==> config.mk <==
export PLATFORM = sky130hd
export DESIGN_NAME = lcd_csr_axil
export DESIGN_NICKNAME = d
export VERILOG_FILES = /design/src/lcd_video_pkg.sv /design/src/lcd_csr_axil.sv
export SDC_FILE = /design/constraint.sdc
export NUM_CORES = 1
export LEC_CHECK = 0
export BUFFER_PORTS_ARGS = -buffer_cell sky130_fd_sc_hd__buf_2
export CORE_ASPECT_RATIO = 0.6
export CORE_MARGIN = 5
export CORE_UTILIZATION = 36
export CTS_CLUSTER_SIZE = 16
export DETAILED_ROUTE_END_ITERATION = 8
export HOLD_SLACK_MARGIN = 0.15
export SYNTH_ARGS = -nofsm -noshare
export SYNTH_HDL_FRONTEND = slang
export SYNTH_SLANG_ARGS = --single-unit
export TNS_END_PERCENT = 10
==> constraint.sdc <==
create_clock -name clk -period 4.67 [get_ports clk]
set_input_delay 0.467 -clock clk [delete_from_list [all_inputs] [get_ports clk]]
set_output_delay 0.467 -clock clk [all_outputs]
set_load 0.1 [all_outputs]
==> src/lcd_video_pkg.sv <==
package lcd_video_pkg;

   // Framebuffer geometry, 64 x 32 tile
   localparam int FB_X_BITS = 6;
   localparam int FB_Y_BITS = 5;

   // Widths with a meaning
   typedef logic [9:0]                     coord_x_t;
   typedef logic [8:0]                     coord_y_t;
   typedef logic [7:0]                     porch_t;
   typedef logic [7:0]                     clk_div_t;
   typedef logic [FB_X_BITS+FB_Y_BITS-1:0] fb_addr_t;
   typedef logic [7:0]                     axil_addr_t;
   typedef logic [31:0]                    axil_data_t;

   // Register byte offsets
   localparam axil_addr_t REG_CTRL     = 8'h00;
   localparam axil_addr_t REG_CLK_DIV  = 8'h04;
   localparam axil_addr_t REG_H_ACTIVE = 8'h08;
   localparam axil_addr_t REG_H_PORCH  = 8'h0C;
   localparam axil_addr_t REG_V_ACTIVE = 8'h10;
   localparam axil_addr_t REG_V_PORCH  = 8'h14;

   // Smallest divisor that still gives a clock with two phases
   localparam clk_div_t MIN_CLK_DIV = 8'd2;

   localparam logic [1:0] RESP_OKAY   = 2'd0;
   localparam logic [1:0] RESP_SLVERR = 2'd2;

   typedef struct packed {
      logic [7:0] red;
      logic [7:0] green;
      logic [7:0] blue;
   } rgb_t;

   typedef struct packed {
      logic     enable;
      logic     backlight;
      clk_div_t clk_div;
      coord_x_t h_active;
      porch_t   h_front;
      porch_t   h_sync;
      porch_t   h_back;
      coord_y_t v_active;
      porch_t   v_front;
      porch_t   v_sync;
      porch_t   v_back;
   } lcd_cfg_t;

   // 480x272 panel, off and dark out of reset
   localparam lcd_cfg_t CFG_RESET = '{
      enable: 1'b0, backlight: 1'b0, clk_div: 8'd5,
      h_active: 10'd480, h_front: 8'd2, h_sync: 8'd41, h_back: 8'd2,
      v_active: 9'd272, v_front: 8'd2, v_sync: 8'd10, v_back: 8'd2
   };

   typedef struct packed {
      logic       aw_valid;
      axil_addr_t aw_addr;
      logic       w_valid;
      axil_data_t w_data;
      logic [3:0] w_strb;
      logic       b_ready;
      logic       ar_valid;
      axil_addr_t ar_addr;
      logic       r_ready;
   } axil_req_t;

   typedef struct packed {
      logic       aw_ready;
      logic       w_ready;
      logic       b_valid;
      logic [1:0] b_resp;
      logic       ar_ready;
      logic       r_valid;
      axil_data_t r_data;
      logic [1:0] r_resp;
   } axil_rsp_t;

   typedef struct packed {
      logic     enable;
      fb_addr_t address;
      rgb_t     data;
   } fb_write_t;

   // Syncs active high inside the design
   typedef struct packed {
      logic     hsync;
      logic     vsync;
      logic     de;
      coord_x_t x;
      coord_y_t y;
   } timing_beat_t;

   typedef struct packed {
      logic hsync;
      logic vsync;
      logic de;
      rgb_t rgb;
   } pixel_beat_t;

endpackage

==> src/lcd_csr_axil.sv <==
`timescale 1ns/1ps

module lcd_csr_axil (
   input  logic                     clk,
   input  logic                     arst_n,
   input  lcd_video_pkg::axil_req_t axil_req,
   output lcd_video_pkg::axil_rsp_t axil_rsp,
   output lcd_video_pkg::lcd_cfg_t  cfg
);

   // Register image as seen on the bus
   function automatic lcd_video_pkg::axil_data_t reg_read(
      input lcd_video_pkg::lcd_cfg_t   c,
      input lcd_video_pkg::axil_addr_t addr
   );
      case (addr)
         lcd_video_pkg::REG_CTRL:     reg_read = {30'd0, c.backlight, c.enable};
         lcd_video_pkg::REG_CLK_DIV:  reg_read = {24'd0, c.clk_div};
         lcd_video_pkg::REG_H_ACTIVE: reg_read = {22'd0, c.h_active};
         lcd_video_pkg::REG_H_PORCH:  reg_read = {8'd0, c.h_back, c.h_sync, c.h_front};
         lcd_video_pkg::REG_V_ACTIVE: reg_read = {23'd0, c.v_active};
         lcd_video_pkg::REG_V_PORCH:  reg_read = {8'd0, c.v_back, c.v_sync, c.v_front};
         default:                     reg_read = '0;
      endcase
   endfunction

   function automatic logic reg_hit(input lcd_video_pkg::axil_addr_t addr);
      return addr inside {lcd_video_pkg::REG_CTRL, lcd_video_pkg::REG_CLK_DIV,
                          lcd_video_pkg::REG_H_ACTIVE, lcd_video_pkg::REG_H_PORCH,
                          lcd_video_pkg::REG_V_ACTIVE, lcd_video_pkg::REG_V_PORCH};
   endfunction

   logic                       wr_fire;
   logic                       rd_fire;
   lcd_video_pkg::axil_data_t  wr_old;
   lcd_video_pkg::axil_data_t  wr_merged;
   lcd_video_pkg::clk_div_t    div_new;
   logic                       b_valid_q;
   logic [1:0]                 b_resp_q;
   logic                       r_valid_q;
   logic [1:0]                 r_resp_q;
   lcd_video_pkg::axil_data_t  r_data_q;

   // Address and data taken together, one write in flight
   assign wr_fire = axil_req.aw_valid & axil_req.w_valid & ~b_valid_q;
   assign rd_fire = axil_req.ar_valid & ~r_valid_q;

   // Byte merge against current contents
   always_comb begin
      wr_old = reg_read(cfg, axil_req.aw_addr);
      for (int b = 0; b < 4; b++) begin
         wr_merged[8*b +: 8] = axil_req.w_strb[b] ? axil_req.w_data[8*b +: 8]
                                                  : wr_old[8*b +: 8];
      end
      // Divisor clamped at the bottom
      if (wr_merged[7:0] < lcd_video_pkg::MIN_CLK_DIV) begin
         div_new = lcd_video_pkg::MIN_CLK_DIV;
      end else begin
         div_new = wr_merged[7:0];
      end
   end

   always_ff @(posedge clk or negedge arst_n) begin
      if (!arst_n) begin
         cfg <= lcd_video_pkg::CFG_RESET;
      end else if (wr_fire) begin
         case (axil_req.aw_addr)
            lcd_video_pkg::REG_CTRL: begin
               cfg.enable    <= wr_merged[0];
               cfg.backlight <= wr_merged[1];
            end
            lcd_video_pkg::REG_CLK_DIV:  cfg.clk_div  <= div_new;
            lcd_video_pkg::REG_H_ACTIVE: cfg.h_active <= wr_merged[9:0];
            lcd_video_pkg::REG_H_PORCH: begin
               cfg.h_front <= wr_merged[7:0];
               cfg.h_sync  <= wr_merged[15:8];
               cfg.h_back  <= wr_merged[23:16];
            end
            lcd_video_pkg::REG_V_ACTIVE: cfg.v_active <= wr_merged[8:0];
            lcd_video_pkg::REG_V_PORCH: begin
               cfg.v_front <= wr_merged[7:0];
               cfg.v_sync  <= wr_merged[15:8];
               cfg.v_back  <= wr_merged[23:16];
            end
            // Unmapped, nothing stored
            default: ;
         endcase
      end
   end

   // Response channels, held until the host takes them
   always_ff @(posedge clk or negedge arst_n) begin
      if (!arst_n) begin
         b_valid_q <= 1'b0;
         b_resp_q  <= lcd_video_pkg::RESP_OKAY;
         r_valid_q <= 1'b0;
         r_resp_q  <= lcd_video_pkg::RESP_OKAY;
      end else begin
         if (wr_fire) begin
            b_valid_q <= 1'b1;
            b_resp_q  <= reg_hit(axil_req.aw_addr) ? lcd_video_pkg::RESP_OKAY
                                                   : lcd_video_pkg::RESP_SLVERR;
         end else if (axil_req.b_ready) begin
            b_valid_q <= 1'b0;
         end
         if (rd_fire) begin
            r_valid_q <= 1'b1;
            r_resp_q  <= reg_hit(axil_req.ar_addr) ? lcd_video_pkg::RESP_OKAY
                                                   : lcd_video_pkg::RESP_SLVERR;
         end else if (axil_req.r_ready) begin
            r_valid_q <= 1'b0;
         end
      end
   end

   // Read data captured with the address
   always_ff @(posedge clk) begin
      if (rd_fire) begin
         r_data_q <= reg_read(cfg, axil_req.ar_addr);
      end
   end

   always_comb begin
      axil_rsp.aw_ready = wr_fire;
      axil_rsp.w_ready  = wr_fire;
      axil_rsp.b_valid  = b_valid_q;
      axil_rsp.b_resp   = b_resp_q;
      axil_rsp.ar_ready = ~r_valid_q;
      axil_rsp.r_valid  = r_valid_q;
      axil_rsp.r_data   = r_data_q;
      axil_rsp.r_resp   = r_resp_q;
   end

endmodule

==> flow_metrics.env <==
export IMPL_dr_total_vias=4384
export IMPL_cts_hold_buf=0
export IMPL_grt_usage_pct=19.2
export IMPL_grt_antenna_before_repair=2
export IMPL_netlist_area_sq_um=5350
export IMPL_layout_common_cells="buf_2, dfrtp_1, nand2_1"
export IMPL_grt_overflow=0
export IMPL_end_kind="register"
export IMPL_clkTransAtPathRegs_ns=0.07
export IMPL_grt_util_met2_pct=29.0
export IMPL_fmax_mhz=325
export IMPL_postCtsSetupBuffers=0
export IMPL_synth_main_ff_cell="dfrtp_1"
export IMPL_syn_area_per_cell_sq_um=11.2
export IMPL_die_area_sq_um=17500
export IMPL_yosys_area_share_simple_pct=10.9
export IMPL_slew_violations=0
export IMPL_cts_sinks=105
export IMPL_nFillCells=1428
export IMPL_status="complete, no violations"
export IMPL_die_height_microns=104
export IMPL_drive_gt1_share_pct=40.9
export IMPL_viasPerCell=5.33
export IMPL_ys_types=53
export IMPL_ios=177
export IMPL_synth_cells=479
export IMPL_ys_ff_latch=105
export IMPL_met1_usage_pct=27.5
export IMPL_startpoint_type="input port"
export IMPL_area_growth_pct=20.6
export IMPL_crit_type="input port to register"
export IMPL_grt_max_degree=82
export IMPL_finalCritPeriodShare_pct=65.8
export IMPL_crit_required_ns=4.95
export IMPL_synth_mux_area_share_pct=12.3
export IMPL_worst_ir_drop_vdd_mv=0.162
export IMPL_place_gp_congestion=0.787
export IMPL_worst_pin_slew_ns=1.08
export IMPL_rsz0062_at_grt="no"
export IMPL_layout_cells_most_common="buf_2"
export IMPL_wirelength_mm=16.8
export IMPL_cts_path_max_buffers=2
export IMPL_cts_max_level=3
export IMPL_synth_compound_area_share_pct=18.5
export IMPL_rows=34
export IMPL_synth_edf_count=24
export IMPL_post_cts_resized=0
export IMPL_synth_fa_ha_area_share_pct=0
export IMPL_slew_limit_headroom_pct=27.9
export IMPL_fp_dieW_microns=167
export IMPL_drt_iter0_drc=288
export IMPL_drt_wirelength_per_cell_microns=20.5
export IMPL_critPathMaxFanout=25
export IMPL_final_nets=677
export IMPL_period_needed_ns=3.07
export IMPL_powerDensity_nw_per_um2=337
export IMPL_coreArea_sq_um=14500
export IMPL_hpwl_mm=12.1
export IMPL_finalSetupViolCount=0
export IMPL_io_buffers=157
export IMPL_synth_top_family_by_area="compound AO/OA/AOI/OAI gates"
export IMPL_use_met3_pct=5.66
export IMPL_maxCapViolCount=0
export IMPL_fin_skew_ns=0.00818
export IMPL_seq_area_frac_synth_pct=51.7
export IMPL_synth_xor_area_share_pct=0
export IMPL_hold_viol_final=0
export IMPL_grt_busiest_layer="met2"
export IMPL_async_reset_ff_share_pct=77.1
export IMPL_worst_endpoint_arrival_ns=3.35
export IMPL_tns_ns=0
export IMPL_whs_ns=0.284
export IMPL_cts_tree="yes"
export IMPL_drtPass1Iterations=5
export IMPL_clk_latency_ns=0.35
export IMPL_cts_root_buf="clkbuf_16"
export IMPL_start_util_pct=36.8
export IMPL_p_leak_nw=3.09
export IMPL_grt_pass1_vias=4462
export IMPL_grt_pass1_wl_mm=26.5
export IMPL_final_antenna_net_count=0
export IMPL_hp_class="input port to register"
export IMPL_yosys_warnings=0
export IMPL_drc=0
export IMPL_cts_buffers=9
[per-stage QoR]
step | cell area (sq um) | util, % | setup slack, ns | power (mW) | std cells
6_report | 6460 | 44.4 | 1.60 | 2.18 | 822
5_1_grt | 6460 | 44.4 | 1.37 | 2.26 | 822
4_1_cts | 6450 | 44.4 | 1.56 | 2.20 | 821
3_5_place_dp | 6170 | 42.4 | 1.20 | 1.45 | 805
3_3_place_gp | 6170 | 42.4 | 1.27 | 1.45 | 805
2_1_floorplan | 5390 | - | 2.44 | 1.36 | 488
[registers in the layout, indices dropped and copies added (netlist names)]
name	count
cfg	77
r_data_q	24
b_resp_q	1
b_valid_q	1
r_resp_q	1
r_valid_q	1
[worst paths after layout]
kind	start	to	slack, ns	depth (start not counted)
setup / recovery	axil_req[50]	cfg[9]$_DFFE_PN1P_	1.60	9
hold / removal	axil_req[0]	r_valid_q$_DFFE_PN0P_	0.28	2
setup reg to reg	b_valid_q$_DFFE_PN0P_	cfg[9]$_DFFE_PN1P_	2.33	8
hold reg to reg	cfg[32]$_DFFE_PN1P_	cfg[32]$_DFFE_PN1P_	0.51	2
max in group asynchronous	arst_n	cfg[57]$_DFFE_PN0P_	3.66	1
min in group asynchronous	arst_n	r_valid_q$_DFFE_PN0P_	0.30	1
[worst max-delay path, stage by stage]
cell and delay (ns):
buf_2 0.49, nor2b_1 0.51, and3_1 0.23, buf_4 0.22
and2_1 0.70, buf_4 0.31, buf_4 0.21, nor2_1 0.06
a21oi_1 0.13
[final cells by class]
type / instances / area, sq um / area share [%]
Clock inverter: 6 / 50.0 / 0.775
Inverter: 6 / 22.5 / 0.349
Sequential cell: 105 / 2770 / 42.9
Multi-Input combinational cell: 330 / 2270 / 35.2
Clock buffer: 10 / 239 / 3.70
Timing Repair Buffer: 166 / 856 / 13.3
Antenna cell: 1 / 2.50 / 0.0388
Tap cell: 198 / 248 / 3.84
[logic make-up (layout without fill, tap and decap cells)]
group,after synthesis,after routing
and+or+nand+nor,114,114
muxes,56,56
DFF,105,105
AOI/OAI and AO/OA,150,150
other,1,11
buffers and inverters,53,188
[cells in the mapped netlist, types with 4 or more instances]
| cell type | count | share of area, % |
|---|---|---|
| dfrtp_1 | 64 | 30 |
| nand2_1 | 45 | 3.2 |
| o21ai_0 | 44 | 4.1 |
| mux2_2 | 43 | 9.0 |
| a21oi_1 | 34 | 3.2 |
| nor2_1 | 33 | 2.3 |
| edfxtp_1 | 24 | 13 |
| buf_4 | 23 | 3.2 |
| a22oi_1 | 20 | 2.8 |
| a22o_1 | 17 | 2.8 |
| dfstp_2 | 17 | 8.3 |
| a221oi_1 | 10 | 1.6 |
| buf_2 | 9 | 0.84 |
| mux2i_1 | 9 | 1.7 |
| clkbuf_1 | 8 | 0.56 |
| buf_6 | 7 | 1.5 |
| inv_1 | 6 | 0.42 |
| nand3_1 | 6 | 0.56 |
| a31oi_1 | 4 | 0.47 |
| and3_1 | 4 | 0.47 |
[power by group]
part           internal (mW)  total, mW  switching (mW)
clock                  0.384      0.743           0.359
sequential             0.972      0.992          0.0200
combinational         0.0691      0.441           0.372
total                   1.42       2.18           0.752
[per-layer routing]
layer  vias to the layer above  share of wire, %
li1                       2026                 -
met1                      2151                46
met2                       188                44
met3                        17               8.9
met4                         2               1.1
met5                         -             0.042
No activity file was read; power rests on OpenSTA's default activity.
