File: config.mk
export PLATFORM = sky130hd
export DESIGN_NAME = lcd_timing
export DESIGN_NICKNAME = d
export VERILOG_FILES = /design/src/lcd_video_pkg.sv /design/src/lcd_timing.sv
export SDC_FILE = /design/constraint.sdc
export NUM_CORES = 1
export LEC_CHECK = 0
export ABC_AREA = 1
export BUFFER_PORTS_ARGS = -buffer_cell sky130_fd_sc_hd__buf_2
export CAP_MARGIN = 10
export CORE_ASPECT_RATIO = 1.25
export CORE_MARGIN = 2
export CORE_UTILIZATION = 59
export CTS_CLUSTER_SIZE = 40
export DETAILED_ROUTE_END_ITERATION = 10
export GPL_TIMING_DRIVEN = 0
export PLACE_DENSITY = 0.78
export SYNTH_ARGS = -nofsm -noshare
export SYNTH_HDL_FRONTEND = slang
export SYNTH_SLANG_ARGS = --single-unit
File: constraint.sdc
create_clock -name clk -period 2.4 [get_ports clk]
set_clock_uncertainty 0.1 [all_clocks]
set_input_delay 0.48 -clock clk [delete_from_list [all_inputs] [get_ports clk]]
set_output_delay 0.48 -clock clk [all_outputs]
set_load 0.02 [all_outputs]
File: src/lcd_video_pkg.sv
package lcd_video_pkg;

   // Framebuffer geometry, 64 x 32 tile
   localparam int FB_X_BITS = 6;
   localparam int FB_Y_BITS = 5;

   // Widths with a meaning
   typedef logic [9:0]                     coord_x_t;
   typedef logic [8:0]                     coord_y_t;
   typedef logic [7:0]                     porch_t;
   typedef logic [7:0]                     clk_div_t;
   typedef logic [FB_X_BITS+FB_Y_BITS-1:0] fb_addr_t;
   typedef logic [7:0]                     axil_addr_t;
   typedef logic [31:0]                    axil_data_t;

   // Register byte offsets
   localparam axil_addr_t REG_CTRL     = 8'h00;
   localparam axil_addr_t REG_CLK_DIV  = 8'h04;
   localparam axil_addr_t REG_H_ACTIVE = 8'h08;
   localparam axil_addr_t REG_H_PORCH  = 8'h0C;
   localparam axil_addr_t REG_V_ACTIVE = 8'h10;
   localparam axil_addr_t REG_V_PORCH  = 8'h14;

   // Smallest divisor that still gives a clock with two phases
   localparam clk_div_t MIN_CLK_DIV = 8'd2;

   localparam logic [1:0] RESP_OKAY   = 2'd0;
   localparam logic [1:0] RESP_SLVERR = 2'd2;

   typedef struct packed {
      logic [7:0] red;
      logic [7:0] green;
      logic [7:0] blue;
   } rgb_t;

   typedef struct packed {
      logic     enable;
      logic     backlight;
      clk_div_t clk_div;
      coord_x_t h_active;
      porch_t   h_front;
      porch_t   h_sync;
      porch_t   h_back;
      coord_y_t v_active;
      porch_t   v_front;
      porch_t   v_sync;
      porch_t   v_back;
   } lcd_cfg_t;

   // 480x272 panel, off and dark out of reset
   localparam lcd_cfg_t CFG_RESET = '{
      enable: 1'b0, backlight: 1'b0, clk_div: 8'd5,
      h_active: 10'd480, h_front: 8'd2, h_sync: 8'd41, h_back: 8'd2,
      v_active: 9'd272, v_front: 8'd2, v_sync: 8'd10, v_back: 8'd2
   };

   typedef struct packed {
      logic       aw_valid;
      axil_addr_t aw_addr;
      logic       w_valid;
      axil_data_t w_data;
      logic [3:0] w_strb;
      logic       b_ready;
      logic       ar_valid;
      axil_addr_t ar_addr;
      logic       r_ready;
   } axil_req_t;

   typedef struct packed {
      logic       aw_ready;
      logic       w_ready;
      logic       b_valid;
      logic [1:0] b_resp;
      logic       ar_ready;
      logic       r_valid;
      axil_data_t r_data;
      logic [1:0] r_resp;
   } axil_rsp_t;

   typedef struct packed {
      logic     enable;
      fb_addr_t address;
      rgb_t     data;
   } fb_write_t;

   // Syncs active high inside the design
   typedef struct packed {
      logic     hsync;
      logic     vsync;
      logic     de;
      coord_x_t x;
      coord_y_t y;
   } timing_beat_t;

   typedef struct packed {
      logic hsync;
      logic vsync;
      logic de;
      rgb_t rgb;
   } pixel_beat_t;

endpackage

File: src/lcd_timing.sv
`timescale 1ns/1ps

module lcd_timing (
   input  logic                        clk,
   input  logic                        arst_n,
   input  lcd_video_pkg::lcd_cfg_t     cfg,
   output logic                        pixel_strobe,
   output lcd_video_pkg::timing_beat_t beat
);

   lcd_video_pkg::clk_div_t div_cnt;
   lcd_video_pkg::coord_x_t h_cnt;
   lcd_video_pkg::coord_x_t h_sync_start;
   lcd_video_pkg::coord_x_t h_sync_end;
   lcd_video_pkg::coord_x_t h_last;
   lcd_video_pkg::coord_y_t v_cnt;
   lcd_video_pkg::coord_y_t v_sync_start;
   lcd_video_pkg::coord_y_t v_sync_end;
   lcd_video_pkg::coord_y_t v_last;
   logic                    tick;
   logic                    hsync;
   logic                    vsync;
   logic                    de;

   // Region boundaries in the order active, front, sync, back
   always_comb begin
      h_sync_start = cfg.h_active + lcd_video_pkg::coord_x_t'(cfg.h_front);
      h_sync_end   = h_sync_start + lcd_video_pkg::coord_x_t'(cfg.h_sync);
      h_last       = h_sync_end + lcd_video_pkg::coord_x_t'(cfg.h_back) - 10'd1;
      v_sync_start = cfg.v_active + lcd_video_pkg::coord_y_t'(cfg.v_front);
      v_sync_end   = v_sync_start + lcd_video_pkg::coord_y_t'(cfg.v_sync);
      v_last       = v_sync_end + lcd_video_pkg::coord_y_t'(cfg.v_back) - 9'd1;
   end

   // Last cycle of each divide period
   assign tick = (div_cnt >= lcd_video_pkg::clk_div_t'(cfg.clk_div - 8'd1));

   assign hsync = (h_cnt >= h_sync_start) && (h_cnt < h_sync_end);
   // Vsync by whole lines
   assign vsync = (v_cnt >= v_sync_start) && (v_cnt < v_sync_end);
   assign de    = (h_cnt < cfg.h_active) && (v_cnt < cfg.v_active);

   always_ff @(posedge clk or negedge arst_n) begin
      if (!arst_n) begin
         div_cnt      <= '0;
         pixel_strobe <= 1'b0;
         h_cnt        <= '0;
         v_cnt        <= '0;
         beat         <= '0;
      end else if (!cfg.enable) begin
         // Parked at the top left with the beat idle
         div_cnt      <= '0;
         pixel_strobe <= 1'b0;
         h_cnt        <= '0;
         v_cnt        <= '0;
         beat         <= '0;
      end else begin
         pixel_strobe <= tick;
         div_cnt      <= tick ? '0 : lcd_video_pkg::clk_div_t'(div_cnt + 8'd1);
         if (tick) begin
            // Beat and strobe appear together on the next cycle
            beat <= '{hsync: hsync, vsync: vsync, de: de, x: h_cnt, y: v_cnt};
            if (h_cnt >= h_last) begin
               h_cnt <= '0;
               v_cnt <= (v_cnt >= v_last) ? '0 : v_cnt + 9'd1;
            end else begin
               h_cnt <= h_cnt + 10'd1;
            end
         end
      end
   end

endmodule

==> results of run 1 <==
-- kinds of logic (layout without fill, tap and decap cells) --
kind of cell    count (synthesis)  in the layout  synth area share (%)
simple gates                  380            380                  25.5
xor+xnor                       47             47                  5.95
compound gates                154            154                  12.8
flops                          50             50                  18.1
fa+ha+maj                     147            147                  27.3
buf+inv                       177            371                  10.4
-- critical path, delay by kind of cell --
kind            cells  cell delay [ps]
compound gates      1              240
xor+xnor            1              180
fa+ha+maj           3              820
buf+inv            22             2740
simple gates        9              840
-- layout by cell type, fill, tap and decap left out, types with 21 or more instances in the layout --
| cell | count |
|---|---|
| buf_4 | 77 |
| xor2_1 | 22 |
| ha_4 | 31 |
| nand2_1 | 150 |
| ha_1 | 109 |
| o21ai_1 | 21 |
| nor2_1 | 46 |
| nand3_1 | 43 |
| buf_2 | 93 |
| dfrtp_1 | 50 |
| a21oi_1 | 54 |
| nand2_2 | 43 |
| inv_1 | 150 |
-- per-stage QoR --
step / utilization, % / total power [uW] / setup TNS, ps
3_3_place_gp: 67.8 / 4610 / -69390
4_1_cts: 78.4 / 6460 / -48170
2_1_floorplan: - / 3900 / -44840
3_5_place_dp: 67.8 / 4690 / -71070
5_1_grt: 85.2 / 7930 / -64940
6_report: 85.2 / 7320 / -56980
-- sequential cells by signal, indices dropped and copies added, names as in the netlist --
name          count
div_cnt           8
pixel_strobe      1
v_cnt             9
beat             22
h_cnt            10
-- how the worst min path moves through the flow --
| stage | startpoint | end | cells past startpoint | slack [ps] |
|---|---|---|---|---|
| after floorplan | arst_n | beat[0]$_DFFE_PN0P_ | 0 | 80 |
| after global placement | beat[20]$_DFFE_PN0P_ | beat[20]$_DFFE_PN0P_ | 2 | 350 |
| after detailed placement | beat[20]$_DFFE_PN0P_ | beat[20]$_DFFE_PN0P_ | 2 | 360 |
| after CTS | arst_n | beat[18]$_DFFE_PN0P_ | 1 | 340 |
| after global routing | arst_n | beat[18]$_DFFE_PN0P_ | 1 | 40 |
| final | arst_n | beat[18]$_DFFE_PN0P_ | 1 | 10 |
-- power by group through the flow --
stage	clock (uW)	combinational (uW)	sequential [uW]
global route	961	6000	974
global placement	0	3630	980
CTS	925	4570	964
floorplan	0	2960	939
finish	932	5410	974
detailed placement	0	3710	981
-- repair_timing --
action	CTS	global route
resized for setup	105	148
endpoints found under the hold margin	0	0
cloned	2	4
setup buffers	60	20
hold buffers	0	0
pin swaps	45	56
endpoints found under the setup margin	43	49
-- final cells by class --
type,instances,area share (%)
multi-input cells,728,62.2
plain buffers,8,0.983
repair buffers,187,13.7
flip-flops and latches,50,12.8
well taps,138,1.76
inverters,168,6.61
clock inverters,3,0.702
clock buffers,5,1.28
-- routing by layer --
layer  GRT usage (%)  vias up  routed length [um]
li1                -     3543                   -
met1            34.5     3564                8130
met2            60.4      460               12300
met5               0        -                   0
met3            5.31      185                1860
met4            18.4        0                1770
==> results_dict.tcl, run 1 <==
set metrics [dict create \
    yosys.area.top_type "ha_1" \
    yosysWarnings 0 \
    maxSlewViolCount 0 \
    cts.sinks 50 \
    synth_most_common_cell "nand2_1" \
    cpMostUsedCell "buf_4" \
    multi_input_area_um2 6100 \
    dpl.cell_count 1193 \
    ys_seq_elements 50 \
    clock_latency_ps 300 \
    grt-ovfl-total 0 \
    crit_path_start_kind "primary input" \
    antennaDiodeCount 0 \
    port_buffers 100 \
    switching_share_pct 46.6 \
    ys_top_cells_by_count "nand2_1, inv_1, ha_1" \
    grt_pass1_vias 7459 \
    fin_crit_sh_pct 219 \
    async_flop_share_pct 100 \
    fmax_mhz 191 \
    drive_gt1_share_pct 37.2 \
    criticalPathCategory "primary input to flop" \
    cts_tree "yes" \
    crit_end "beat[21]$_DFFE_PN0P_" \
    relSlewSlack_pct 65.9 \
    synth_ff_type "dfrtp_1" \
    peakVddDrop_mv 0.670 \
    setup_viol 21 \
    firstDrtPassIters 7 \
    area_delta_synth_final_pct 41.8 \
    cts_made_buffers 5 \
    clk_pin_slew_worst_paths_ps 70 \
    instances_no_fill 1287 \
    p_int_uw 3910 \
    p_sw_uw 3410 \
    power.density_nw_per_um2 746 \
    core-area_um2 11500 \
    die_h_um 125 \
    cp-startpoint "cfg[49]" \
    path_max_fanout 5 \
    finalWorstSetupSlack_ps -2850 \
    rsz0062_at_grt "true" \
    drv_cap 0 \
    dp_worst_setup_slack_ps -3180 \
    finalCriticalPeriod_ps 5250 \
    synth_top_area_share_pct 25.5 \
    dieWidth_um 101 \
    timing_hold_violations_final 0 \
    cpPeakStageDelay_ps 420 \
    drc 0 \
    ys_types 48 \
    synth_nets 1181 \
    seqCellArea_um2 1250 \
    crit_slowest_cell "fa_2" \
    synth_cells 955 \
    min_path_type "primary input to async pin" \
    worstMarginPinSlew_ps 512 \
    timing.rr.end "v_cnt[5]$_DFFE_PN0P_" \
    dpl.hpwl_mm 13.8 \
    ff2ff_setup_slack_ps -20 \
    viasPerCell 6.02 \
    violations "negative setup slack" \
    synth_area_leaders "ha_1, dfrtp_1, nand2_1" \
    clk_path_buf_depth 2 \
    yosysSeqAreaShare_pct 18.1 \
    ant_nets 0 \
    cts_root_buf "clkbuf_16" \
    syn_avg_cell_area_um2 7.24 \
    fillers 604 \
    fin_area_um2 9800 \
    route.vias.total 7752 \
    fin_nets 1374 \
    grt_pass1_wl_mm 33.6 \
    synth_edf_count 0 \
    pin_count 102 \
    htreeDepth 2 \
    start_util_pct 60.1 \
    leakage_uw 0.00512 \
    drt_iter0_markers 564 \
    grt_max_degree 51 \
    seq_power_share_pct 13.3 \
    fin_hold_ws_ps 11.7 \
    status "complete, but fails checks" \
    cp-end-kind "flop" \
    rr_startpoint "h_cnt[5]$_DFFE_PN0P_" \
    track_usage_pct 32.8 \
    avgRoutedWirePerCell_um 18.7 \
    cp.arrival_ps 5320 \
    netlist_area_um2 6910 \
    antenna_found_initial 0 \
    placed_cell_area_um2 7800 \
    gp_congestion 0.896 \
    worstPathRequired_ps 2470 \
    dieArea_um2 12600 \
    ff2ff_path_depth 10 \
    rows 44 \
    routed_wl_mm 24.1 \
    combPwrFrac_pct 74.0 \
    clkPwrFrac_pct 12.7 \
]
(Power assumes the default switching activity.)
==> run 2, diff against run 1 <==
- CORE_UTILIZATION: 59 -> 40
- PLACE_DENSITY: 0.78 -> default
- SLEW_MARGIN: default -> 10
==> run 2 against run 1 <==
The run still ends with negative setup slack left. Clock power fell by 13%. Cell area fell by 1.4%. First-iteration DRC count is 57% lower. Core utilization shrank 28 points. Clock-buffer cell count did not move. Combinational power down 7.8%. Critical path depth down 4. Flip-flop and latch count did not move. Global-route usage down 11 points. Die area increased by 46%. Fmax increased by 4.5%. Critical path type unchanged. Highest routed layer unchanged.
==> results_dict.tcl, run 2 (synthesized netlist as in run 1, its figures left out) <==
set metrics [dict create \
    status "complete, but fails checks" \
    violations "negative setup slack" \
    power.density_nw_per_um2 701 \
    fin_hold_ws_ps 106 \
    cts_tree "yes" \
    routed_wl_mm 19.7 \
    finalCriticalPeriod_ps 5020 \
    finalPower_uw 6780 \
    clk_path_buf_depth 2 \
    reg.largest.list "beat x22, h_cnt x10, v_cnt x9" \
    cts_root_buf "clkbuf_16" \
    cpPeakStageDelay_ps 390 \
    cts.sinks 50 \
    drc 0 \
    crit_slowest_cell "fa_2" \
    finalWorstSetupSlack_ps -2620 \
    die_h_um 151 \
    grt_max_degree 51 \
    rr_startpoint "h_cnt[3]$_DFFE_PN0P_" \
    htreeDepth 2 \
    relSlewSlack_pct 56.5 \
    timing.rr.end "v_cnt[2]$_DFFE_PN0P_" \
    rsz0062_at_grt "true" \
    drv_cap 0 \
    start_util_pct 41.0 \
    drive_gt1_share_pct 36.0 \
    worstPathRequired_ps 2490 \
    pin_count 102 \
    criticalPathCategory "primary input to flop" \
    track_usage_pct 21.5 \
    fmax_mhz 199 \
    leakage_uw 0.00501 \
    maxSlewViolCount 0 \
    path_max_fanout 5 \
    grt_pass1_wl_mm 31.8 \
    antenna_found_initial 0 \
    core-area_um2 16800 \
    fin_nets 1345 \
    grt_util_met1_pct 24.4 \
    min_path_type "primary input to async pin" \
    top_usage_layer "met2" \
    dieArea_um2 18400 \
    dieWidth_um 122 \
    grt_use_met3_pct 2.33 \
    ff2ff_path_depth 10 \
    rows 53 \
    ant_nets 0 \
    area_delta_synth_final_pct 39.8 \
    largest_reg_flops 22 \
    firstDrtPassIters 4 \
    cts_made_buffers 5 \
    drt_iter0_markers 245 \
    grt-ovfl-total 0 \
    final_common_cell "nand2_1" \
    peakVddDrop_mv 0.579 \
    timing_hold_violations_final 0 \
    final_cell_mix "nand2_1, inv_1, ha_1" \
    setup_viol 21 \
    fin_crit_sh_pct 209 \
    clk_pin_slew_worst_paths_ps 70 \
    gp_congestion 0.868 \
    worstMarginPinSlew_ps 653 \
    dpl.hpwl_mm 14.8 \
    crit_path_start_kind "primary input" \
    grt_pass1_vias 6874 \
    holdBufCountCts 0 \
    cp-end-kind "flop" \
    route.vias.total 6805 \
    avgRoutedWirePerCell_um 14.7 \
    cp.arrival_ps 5110 \
    ff2ff_setup_slack_ps 130 \
    gr-usage-met2_pct 42.1 \
    viasPerCell 5.08 \
    clock_latency_ps 290 \
    top_register "beat" \
    antennaDiodeCount 0 \
    port_buffers 100 \
]
## run 2: final cells by class
type	count	area (um^2)
fillers	1559	7180
multi-input cells	728	6090
flip-flops and latches	50	1250
repair buffers	158	1120
inverters	168	643
well taps	220	275
clock buffers	5	125
plain buffers	8	109
clock inverters	3	43.8
## run 2: worst max path at each step
stage                 start                    to  slack (ps)  depth (start not counted)
floorplan           cfg[49]  v_cnt[8]$_DFFE_PN0P_       -2350                         33
CTS                 cfg[49]  h_cnt[5]$_DFFE_PN0P_       -2420                         26
global placement    cfg[61]  h_cnt[5]$_DFFE_PN0P_       -3160                         30
detailed placement  cfg[53]  h_cnt[5]$_DFFE_PN0P_       -3270                         30
finish              cfg[49]  v_cnt[2]$_DFFE_PN0P_       -2620                         32
global route        cfg[24]  v_cnt[5]$_DFFE_PN0P_       -2800                         31
## run 2: where the power goes
group	total, uW	internal [uW]	switching, uW
Combinational	4990	2280	2710
Sequential	973	875	97.3
Clock	814	494	320
Total	6780	3650	3130
## run 2: per-stage QoR
stage          setup WS, ps  instances  cell area, um^2  TNS (ps)  utilization, %
6_report              -2620       1340             9670    -50800            57.4
4_1_cts               -2420       1319             8920    -46700            53.0
2_1_floorplan         -2350        955             7130    -44840               -
5_1_grt               -2800       1340             9670    -55670            57.4
3_5_place_dp          -3270       1275             7910    -74010            46.9
3_3_place_gp          -3160       1275             7910    -71410            46.9
## run 2: per-layer routing
layer | up-vias | wire length [um]
li1 | 3481 | -
met1 | 3164 | 7920
met2 | 120 | 10700
met3 | 40 | 591
met4 | 0 | 553
met5 | - | 0
## run 2: timing repair
action                     4_1_cts  5_1_grt
gates resized for setup        107      155
setup endpoints to repair       44       44
buffers inserted                35       19
pin swaps                       44       60
gates cloned                     2        3
## run 2: critical path, delay by kind of cell
family,cells,cell delay [ps]
and+or+nand+nor,14,1620
adders and majority gates,5,1360
AOI/OAI and AO/OA,6,900
buffers and inverters,5,400
xor gates and xnor gates,2,350
