<file path="src/lcd_video_pkg.sv">
package lcd_video_pkg;

   // Framebuffer geometry, 64 x 32 tile
   localparam int FB_X_BITS = 6;
   localparam int FB_Y_BITS = 5;

   // Widths with a meaning
   typedef logic [9:0]                     coord_x_t;
   typedef logic [8:0]                     coord_y_t;
   typedef logic [7:0]                     porch_t;
   typedef logic [7:0]                     clk_div_t;
   typedef logic [FB_X_BITS+FB_Y_BITS-1:0] fb_addr_t;
   typedef logic [7:0]                     axil_addr_t;
   typedef logic [31:0]                    axil_data_t;

   // Register byte offsets
   localparam axil_addr_t REG_CTRL     = 8'h00;
   localparam axil_addr_t REG_CLK_DIV  = 8'h04;
   localparam axil_addr_t REG_H_ACTIVE = 8'h08;
   localparam axil_addr_t REG_H_PORCH  = 8'h0C;
   localparam axil_addr_t REG_V_ACTIVE = 8'h10;
   localparam axil_addr_t REG_V_PORCH  = 8'h14;

   // Smallest divisor that still gives a clock with two phases
   localparam clk_div_t MIN_CLK_DIV = 8'd2;

   localparam logic [1:0] RESP_OKAY   = 2'd0;
   localparam logic [1:0] RESP_SLVERR = 2'd2;

   typedef struct packed {
      logic [7:0] red;
      logic [7:0] green;
      logic [7:0] blue;
   } rgb_t;

   typedef struct packed {
      logic     enable;
      logic     backlight;
      clk_div_t clk_div;
      coord_x_t h_active;
      porch_t   h_front;
      porch_t   h_sync;
      porch_t   h_back;
      coord_y_t v_active;
      porch_t   v_front;
      porch_t   v_sync;
      porch_t   v_back;
   } lcd_cfg_t;

   // 480x272 panel, off and dark out of reset
   localparam lcd_cfg_t CFG_RESET = '{
      enable: 1'b0, backlight: 1'b0, clk_div: 8'd5,
      h_active: 10'd480, h_front: 8'd2, h_sync: 8'd41, h_back: 8'd2,
      v_active: 9'd272, v_front: 8'd2, v_sync: 8'd10, v_back: 8'd2
   };

   typedef struct packed {
      logic       aw_valid;
      axil_addr_t aw_addr;
      logic       w_valid;
      axil_data_t w_data;
      logic [3:0] w_strb;
      logic       b_ready;
      logic       ar_valid;
      axil_addr_t ar_addr;
      logic       r_ready;
   } axil_req_t;

   typedef struct packed {
      logic       aw_ready;
      logic       w_ready;
      logic       b_valid;
      logic [1:0] b_resp;
      logic       ar_ready;
      logic       r_valid;
      axil_data_t r_data;
      logic [1:0] r_resp;
   } axil_rsp_t;

   typedef struct packed {
      logic     enable;
      fb_addr_t address;
      rgb_t     data;
   } fb_write_t;

   // Syncs active high inside the design
   typedef struct packed {
      logic     hsync;
      logic     vsync;
      logic     de;
      coord_x_t x;
      coord_y_t y;
   } timing_beat_t;

   typedef struct packed {
      logic hsync;
      logic vsync;
      logic de;
      rgb_t rgb;
   } pixel_beat_t;

endpackage

</file>
<file path="src/lcd_panel_out.sv">
`timescale 1ns/1ps

module lcd_panel_out (
   input  logic                       clk,
   input  logic                       arst_n,
   input  lcd_video_pkg::lcd_cfg_t    cfg,
   input  logic                       pixel_strobe,
   input  lcd_video_pkg::pixel_beat_t pixel,
   output logic                       lcd_clock,
   output logic                       lcd_hsync_n,
   output logic                       lcd_vsync_n,
   output logic                       lcd_display_enable,
   output logic                       lcd_shdn,
   output logic [5:0]                 lcd_red,
   output logic [6:0]                 lcd_green,
   output logic [5:0]                 lcd_blue
);

   lcd_video_pkg::clk_div_t half;
   lcd_video_pkg::clk_div_t phase_cnt;

   // Clock rises half a period after the pins change
   assign half = cfg.clk_div >> 1;

   always_ff @(posedge clk or negedge arst_n) begin
      if (!arst_n) begin
         lcd_clock          <= 1'b0;
         lcd_hsync_n        <= 1'b1;
         lcd_vsync_n        <= 1'b1;
         lcd_display_enable <= 1'b0;
         lcd_shdn           <= 1'b0;
         lcd_red            <= '0;
         lcd_green          <= '0;
         lcd_blue           <= '0;
         phase_cnt          <= '0;
      end else begin
         // Backlight pin high means lamp on
         lcd_shdn <= cfg.backlight;
         if (!cfg.enable) begin
            lcd_clock          <= 1'b0;
            lcd_hsync_n        <= 1'b1;
            lcd_vsync_n        <= 1'b1;
            lcd_display_enable <= 1'b0;
            lcd_red            <= '0;
            lcd_green          <= '0;
            lcd_blue           <= '0;
            phase_cnt          <= '0;
         end else if (pixel_strobe) begin
            // Falling edge with new data
            lcd_clock          <= 1'b0;
            phase_cnt          <= 8'd1;
            lcd_hsync_n        <= ~pixel.hsync;
            lcd_vsync_n        <= ~pixel.vsync;
            lcd_display_enable <= pixel.de;
            // Upper bits only, 6/7/6 panel
            lcd_red            <= pixel.rgb.red[7:2];
            lcd_green          <= pixel.rgb.green[7:1];
            lcd_blue           <= pixel.rgb.blue[7:2];
         end else if (phase_cnt >= half) begin
            lcd_clock <= 1'b1;
         end else begin
            phase_cnt <= lcd_video_pkg::clk_div_t'(phase_cnt + 8'd1);
         end
      end
   end

endmodule

</file>
<file path="config.mk">
export PLATFORM = sky130hd
export DESIGN_NAME = lcd_panel_out
export DESIGN_NICKNAME = d
export VERILOG_FILES = /design/src/lcd_video_pkg.sv /design/src/lcd_panel_out.sv
export SDC_FILE = /design/constraint.sdc
export NUM_CORES = 1
export LEC_CHECK = 0
export BUFFER_PORTS_ARGS = -buffer_cell sky130_fd_sc_hd__buf_2
export CORE_UTILIZATION = 41
export DETAILED_ROUTE_END_ITERATION = 8
export PLACE_DENSITY = 0.9
export SYNTH_ARGS = -nofsm -noshare
export SYNTH_HDL_FRONTEND = slang
export SYNTH_SLANG_ARGS = --single-unit
</file>
<file path="constraint.sdc">
create_clock -name clk -period 4.75 [get_ports clk]
set_clock_uncertainty 0.1 [all_clocks]
set_input_delay 0.475 -clock clk [delete_from_list [all_inputs] [get_ports clk]]
set_output_delay 0.475 -clock clk [all_outputs]
set_load 0.05 [all_outputs]
</file>
==> results of run 1 <==
[logic make-up (layout without fill, tap and decap cells)]
| kind of cell | Yosys count | after routing | synth area share |
|---|---|---|---|
| and+or+nand+nor | 48 | 48 | 0.170 |
| DFF | 32 | 32 | 0.509 |
| muxes | 22 | 22 | 0.140 |
| buffers and inverters | 14 | 73 | 0.0357 |
| AOI/OAI and AO/OA | 13 | 13 | 0.0603 |
| adders and majority gates | 8 | 8 | 0.0634 |
| xor gates and xnor gates | 4 | 4 | 0.0222 |
[layer usage]
| metal | GRT usage | share of wire | vias up |
|---|---|---|---|
| met5 | 0 | 0 | - |
| met4 | 0.0739 | 0.0096 | 0 |
| met3 | 0.0625 | 0.069 | 5 |
| met2 | 0.314 | 0.49 | 46 |
| met1 | 0.189 | 0.43 | 576 |
| li1 | - | - | 593 |
[worst paths after layout]
kind	from	cells after the start	end
setup / recovery	phase_cnt[6]$_DFFE_PN0P_	6	phase_cnt[5]$_DFFE_PN0P_
hold / removal	arst_n	1	lcd_clock$_DFFE_PN0P_
setup reg to reg	phase_cnt[6]$_DFFE_PN0P_	6	phase_cnt[5]$_DFFE_PN0P_
hold reg to reg	phase_cnt[7]$_DFFE_PN0P_	2	phase_cnt[7]$_DFFE_PN0P_
max in group asynchronous	arst_n	1	lcd_green[1]$_DFFE_PN0N_
min in group clk	cfg[75]	1	lcd_shdn$_DFF_PN0_
[cells in the mapped netlist]
cell type  number
dfrtp_1        30
mux2i_1        22
nor2b_1        22
inv_1           9
nand2_1         9
ha_1            8
nor2_1          5
nand3_1         4
xnor2_1         4
buf_2           3
nand4_1         3
a211oi_1        2
a211oi_2        2
a21oi_1         2
clkbuf_1        2
dfstp_2         2
nand2b_1        2
o21ai_0         2
o21ai_1         2
a21oi_2         1
a31o_2          1
and3_1          1
and4_2          1
nand3_2         1
o21a_1          1
[worst max-delay path: stages (launching register included)]
cell and delay [ns]:
dfrtp_1 0.41, ha_1 0.34, a211oi_2 0.23, nand3_2 0.16, a21oi_2 0.26, nand4_1 0.19
mux2i_1 0.15
[flip-flops by register name, indices dropped and copies added, names as in the netlist]
register            cells
lcd_green               7
phase_cnt               8
lcd_blue                6
lcd_red                 6
lcd_shdn                1
lcd_display_enable      1
lcd_clock               1
lcd_hsync_n             1
lcd_vsync_n             1
[area by class of cell]
class / count / area, um2 / area share
flip-flops and latches: 32 / 803 / 0.402
multi-input cells: 95 / 718 / 0.360
repair buffers: 57 / 285 / 0.143
clock buffers: 7 / 96.3 / 0.0482
well taps: 48 / 60.1 / 0.0301
inverters: 9 / 33.8 / 0.0169
[stage by stage]
stage / total power [W] / instances / area [um2]
6_report: 0.000625 / 248 / 2000
5_1_grt: 0.000656 / 248 / 2000
4_1_cts: 0.000636 / 248 / 2000
3_5_place_dp: 0.000410 / 241 / 1900
3_3_place_gp: 0.000406 / 241 / 1900
2_1_floorplan: 0.000372 / 141 / 1580
[power breakdown]
part           switching (W)  total (W)  internal (W)  leakage [nW]
Combinational      0.0000749   0.000111     0.0000361         0.614
Sequential        0.00000725   0.000293      0.000286         0.422
Clock              0.0000928   0.000222      0.000129        0.0503
Total               0.000175   0.000625      0.000450          1.09
==> run metrics, run 1 <==
Synth Cell Area=0.00158 mm2; Pwr Density=~310 mW/mm2; RSZ-0062 raised after global routing=false; YS warnings=0; grt ovf=0; fmax=between 0.5 and 0.6 GHz; Synth area leaders=dfrtp_1 (48%), mux2i_1 (14%), nor2b_1 (8.7%); Final Setup Violations=0; Final WS setup=2.79 ns; post-CTS setup buffers=0; core area=0.00369 mm2; setup TNS=0 ns; DRC=0; crit path launch type=flop; sequential area share after synthesis=0.509; synthesized area per cell=11.2 um2; share of cells above drive strength 1=0.360; R2R Setup Slk=about 2.8 ns; routed vias=1,220; VDD IR-drop max=0.204 mV; crit share post-route=0.414; Slew headroom=0.535; Initial Utilization=0.428; remaining antenna violation count=0; Final Max Tran Viols=0; GP Congestion=0.864; number of buffers created by CTS=5; CTS sink cnt=32; critical path fanouts, max=4; Layout area overhead=26.6%; total track usage=0.177; pre-CTS setup slack=2.60 ns; DRT Pass-1 Iters=4; Hold-fix buffers, CTS=0; Hold WC Path Type=primary input to async pin; post-synth top area cell=dfrtp_1; CTS Root Cell=clkbuf_8; Fill cells=336; crit path DAT=2.03 ns; final net count=315; Setup Crit Path Kind=flop to flop; Die ar.=between 0.004 and 0.005 mm2; H-Tree Depth=2; Least-Margin Pin Slew=0.698 ns; Routed WL per cell=12.6 um; #FFs+latches synth=32; Final Hold Fails=0; Die Height=64.0 um; row cnt=22; Resized Gates After CTS=0; endpoint class of the critical path=flop; number of global-route vias before repair=1,289; max_cap viols=0; status=complete, no violations; IO Pins=131; initial antenna violation count=0; first-pass GRT wire length=5410 um; WL final=3140 um; Leakage=between 1 and 1.5 nW; commonest non-fill, non-tap cell in the layout=buf_2; Final min period=1.96 ns; largest net degree at the start of global routing=33; Die Width=64.0 um; commonest cells after routing, fill and taps aside=buf_2 (57), dfrtp_1 (30), nor2b_1 (22), mux2i_1 (22); Final HPWL DP=2280 um; Req. time, crit path=4.82 ns; Post-Syn Nets=~260; Via-to-Cell Ratio=between 4 and 5; n_diodes=0; fin util=0.541; clock tree buffer depth=2; CTS tree=built; I/O Buffers=57; CTS clock-pin slew for the worst setup and hold paths=~0.060 ns; post-synth top area share=0.476; Skew-Pair Late Insertion Delay=0.28 ns; initial DRC count=52; worst hold slack=0.137 ns; Yosys cell types=25; Synth Instances=141
No activity file was read; power rests on OpenSTA's default activity.
==> run 2, diff against run 1 <==
Settings changed: CORE_UTILIZATION 41 to 38, PLACE_DENSITY 0.9 to 0.84.
Clock period 4.75 ns to 1.98 ns, I/O delays scaled along.
==> run 2 against run 1 <==
Effect of this change: register-to-register slack got worse by 2.7 ns; first-iteration DRC count increased by 7.7%; die area increased by 7.6%; via count increased by 2.0%; sequential power increased by 140%; largest cell class unchanged; utilization decreased by 1.8 points; maximum frequency increased by 6.4%; clock power increased by 130%.
==> run metrics, run 2 (same netlist as run 1, synthesis figures left out) <==
Combinational Power Share=0.187 (was 0.177); critical path fanouts, max=6 (was 4); R2R cell count=5 (was 6); Final Max Tran Viols=0 (unchanged); RSZ-0062 raised after global routing=false (unchanged); fmax=0.541 GHz (was 0.509 GHz); Pwr Density=717 mW/mm2 (was 313 mW/mm2); IO Pins=131 (unchanged); met2 WL=1680 um (was 1550 um); core area=0.00400 mm2 (was 0.00369 mm2); hold_sp=pixel[25]; Die Height=66.4 um (was 64.0 um); clock tree buffer depth=2 (unchanged); GP Congestion=0.819 (was 0.864); CTS Root Cell=clkbuf_8 (unchanged); DR WL met3=182 um (was 215 um); max reg flops=8 (unchanged); crit-path cells=ha_1 > and4_2 > a21oi_4 > nand4_1 > mux2i_1 (was ha_1 > a211oi_2 > nand3_2 > a21oi_2 > nand4_1 > mux2i_1); status=complete, no violations (unchanged); routed vias=1,244 (was 1,220); initial DRC count=56 (was 52); commonest non-fill, non-tap cell in the layout=buf_2 (unchanged); DRC=0 (unchanged); endpoint class of the critical path=flop (unchanged); share of cells above drive strength 1=0.382 (was 0.360); number of buffers created by CTS=5 (unchanged); Req. time, crit path=2.04 ns (was 4.82 ns); Routed WL per cell=13.0 um (was 12.6 um); first-pass GRT wire length=5150 um (was 5410 um); Slew headroom=0.527 (was 0.535); Biggest register=phase_cnt (unchanged); crit path DAT=1.91 ns (was 2.03 ns); Reg2Reg Capture Point=phase_cnt[5]$_DFFE_PN0P_ (unchanged); commonest cells after routing, fill and taps aside=buf_2 (57), dfrtp_1 (30), nor2b_1 (22), mux2i_1 (22) (unchanged); DR top layer=met4 (unchanged); n_diodes=0 (unchanged); Final HPWL DP=2310 um (was 2280 um); grt ovf=0 (unchanged); Final Setup Violations=0 (unchanged); Internal Power=0.00106 W (was 0.000450 W); worst hold slack=0.0426 ns (was 0.137 ns); Initial Utilization=0.394 (was 0.428); Clock power frac=0.345 (was 0.354); row cnt=23 (was 22); Skew-Pair Late Insertion Delay=0.28 ns (about the same); Final Hold Fails=0 (unchanged); Design Power=0.00150 W (was 0.000625 W); crit share post-route=0.933 (was 0.414); Hold Crit Depth=4; Die ar.=0.00441 mm2 (was 0.00410 mm2); crit path launch type=flop (unchanged); Hold WC Path Type=primary input to flop (was primary input to async pin); I/O Buffers=57 (unchanged); WL final=3340 um (was 3140 um); Flop pwr share=0.468 (about the same); Setup Crit Path Kind=flop to flop (unchanged); Die Width=66.4 um (was 64.0 um); Via-to-Cell Ratio=4.84 (was 4.92); VDD IR-drop max=0.466 mV (was 0.204 mV); CP top delay family=simple AND/OR/NAND/NOR gates (was compound AO/OA/AOI/OAI gates); Reg2Reg Launch Point=phase_cnt[5]$_DFFE_PN0P_ (was phase_cnt[6]$_DFFE_PN0P_); number of global-route vias before repair=1,205 (was 1,289); Slowest-stage cell, CP=dfrtp_1 (unchanged); fin util=0.523 (was 0.541); Layout area overhead=32.6% (was 26.6%); Hold Path Sink=lcd_vsync_n$_DFFE_PN1N_; sw frac=0.296 (was 0.280); CTS clock-pin slew for the worst setup and hold paths=0.07 ns (was 0.06 ns); final std cells w/o fill=257 (was 248); Leakage=1.12 nW (was 1.09 nW); final net count=321 (was 315); Met1 Routed Length=1470 um (was 1340 um); switching power=0.000444 W (was 0.000175 W); CTS tree=built (unchanged); total track usage=0.159 (was 0.177); R2R Setup Slk=0.13 ns (was 2.79 ns); Final min period=1.85 ns (was 1.96 ns); remaining antenna violation count=0 (unchanged); initial antenna violation count=0 (unchanged); setup TNS=0 ns (unchanged); worst path bufs/invs=0 (unchanged); DRT Pass-1 Iters=6 (was 4); Least-Margin Pin Slew=0.709 ns (was 0.698 ns); max_cap viols=0 (unchanged); Largest regs=phase_cnt (8), lcd_green (7) (unchanged); largest net degree at the start of global routing=33 (unchanged); Placed Cells=245 (was 241); CTS sink cnt=32 (unchanged); CP max stage delay=0.44 ns (was 0.41 ns); H-Tree Depth=2 (unchanged)
==> run 2: cell count changes in the layout (fill, tap and decap cells not counted), sizes merged <==
| cell | before | now |
|---|---|---|
| buf | 57 | 61 |
| dlygate4sd3 | 0 | 2 |
| clkbuf | 7 | 6 |
| clkinv | 0 | 2 |
==> run 2: stage by stage <==
stage	setup slack (ns)	instance area, um2
final	0.133	2090
after global routing	0.0254	2090
after CTS	0.00283	2040
after detailed placement	0.0102	1920
after global placement	0.0687	1920
after floorplan	0.238	1580
==> run 2: worst reg2reg max path, cell delays in order (launching register included) <==
cell,delay (ns)
dfrtp_1,0.44
ha_1,0.33
and4_2,0.30
a21oi_4,0.22
nand4_1,0.18
mux2i_1,0.16
==> run 2: worst max-delay path by stage <==
stage | from | endpoint | slack, ns | cells past startpoint
2_1_floorplan | phase_cnt[6]$_DFFE_PN0P_ | phase_cnt[5]$_DFFE_PN0P_ | 0.24 | 6
3_3_place_gp | phase_cnt[6]$_DFFE_PN0P_ | phase_cnt[5]$_DFFE_PN0P_ | 0.07 | 6
3_5_place_dp | phase_cnt[6]$_DFFE_PN0P_ | phase_cnt[5]$_DFFE_PN0P_ | 0.01 | 6
4_1_cts | phase_cnt[6]$_DFFE_PN0P_ | phase_cnt[2]$_DFFE_PN0P_ | 0.003 | 6
5_1_grt | phase_cnt[0]$_DFFE_PN0P_ | phase_cnt[5]$_DFFE_PN0P_ | 0.03 | 7
6_report | phase_cnt[5]$_DFFE_PN0P_ | phase_cnt[5]$_DFFE_PN0P_ | 0.13 | 5
==> run 2: layout make-up <==
class | instances | area, um2
Clock buffer | 6 | 82.6
Clock inverter | 2 | 10.0
Fill cell | 358 | 1910
Inverter | 9 | 33.8
Multi-Input combinational cell | 95 | 764
Sequential cell | 32 | 803
Tap cell | 50 | 62.6
Timing Repair Buffer | 63 | 335
==> run 2: layer usage <==
layer  up-vias  track usage
met1       588        0.181
met4         0       0.0585
met2        53        0.269
met5         -            0
li1        601            -
met3         2       0.0621
==> run 2: timing repair <==
action,in CTS,in global routing
hold buffers,2,0
resized for setup,1,5
endpoints found under the setup margin,1,7
hold endpoints to repair,31,0
pin swaps,0,3
buffers inserted,0,2
==> run 2: power by group through the flow <==
stage / logic (W) / clock network [W] / registers, W
floorplan: 0.0000869 / 0 / 0.000806
global placement: 0.000266 / 0 / 0.000712
detailed placement: 0.000274 / 0 / 0.000712
CTS: 0.000279 / 0.000538 / 0.000702
global route: 0.000303 / 0.000564 / 0.000704
finish: 0.000280 / 0.000517 / 0.000702
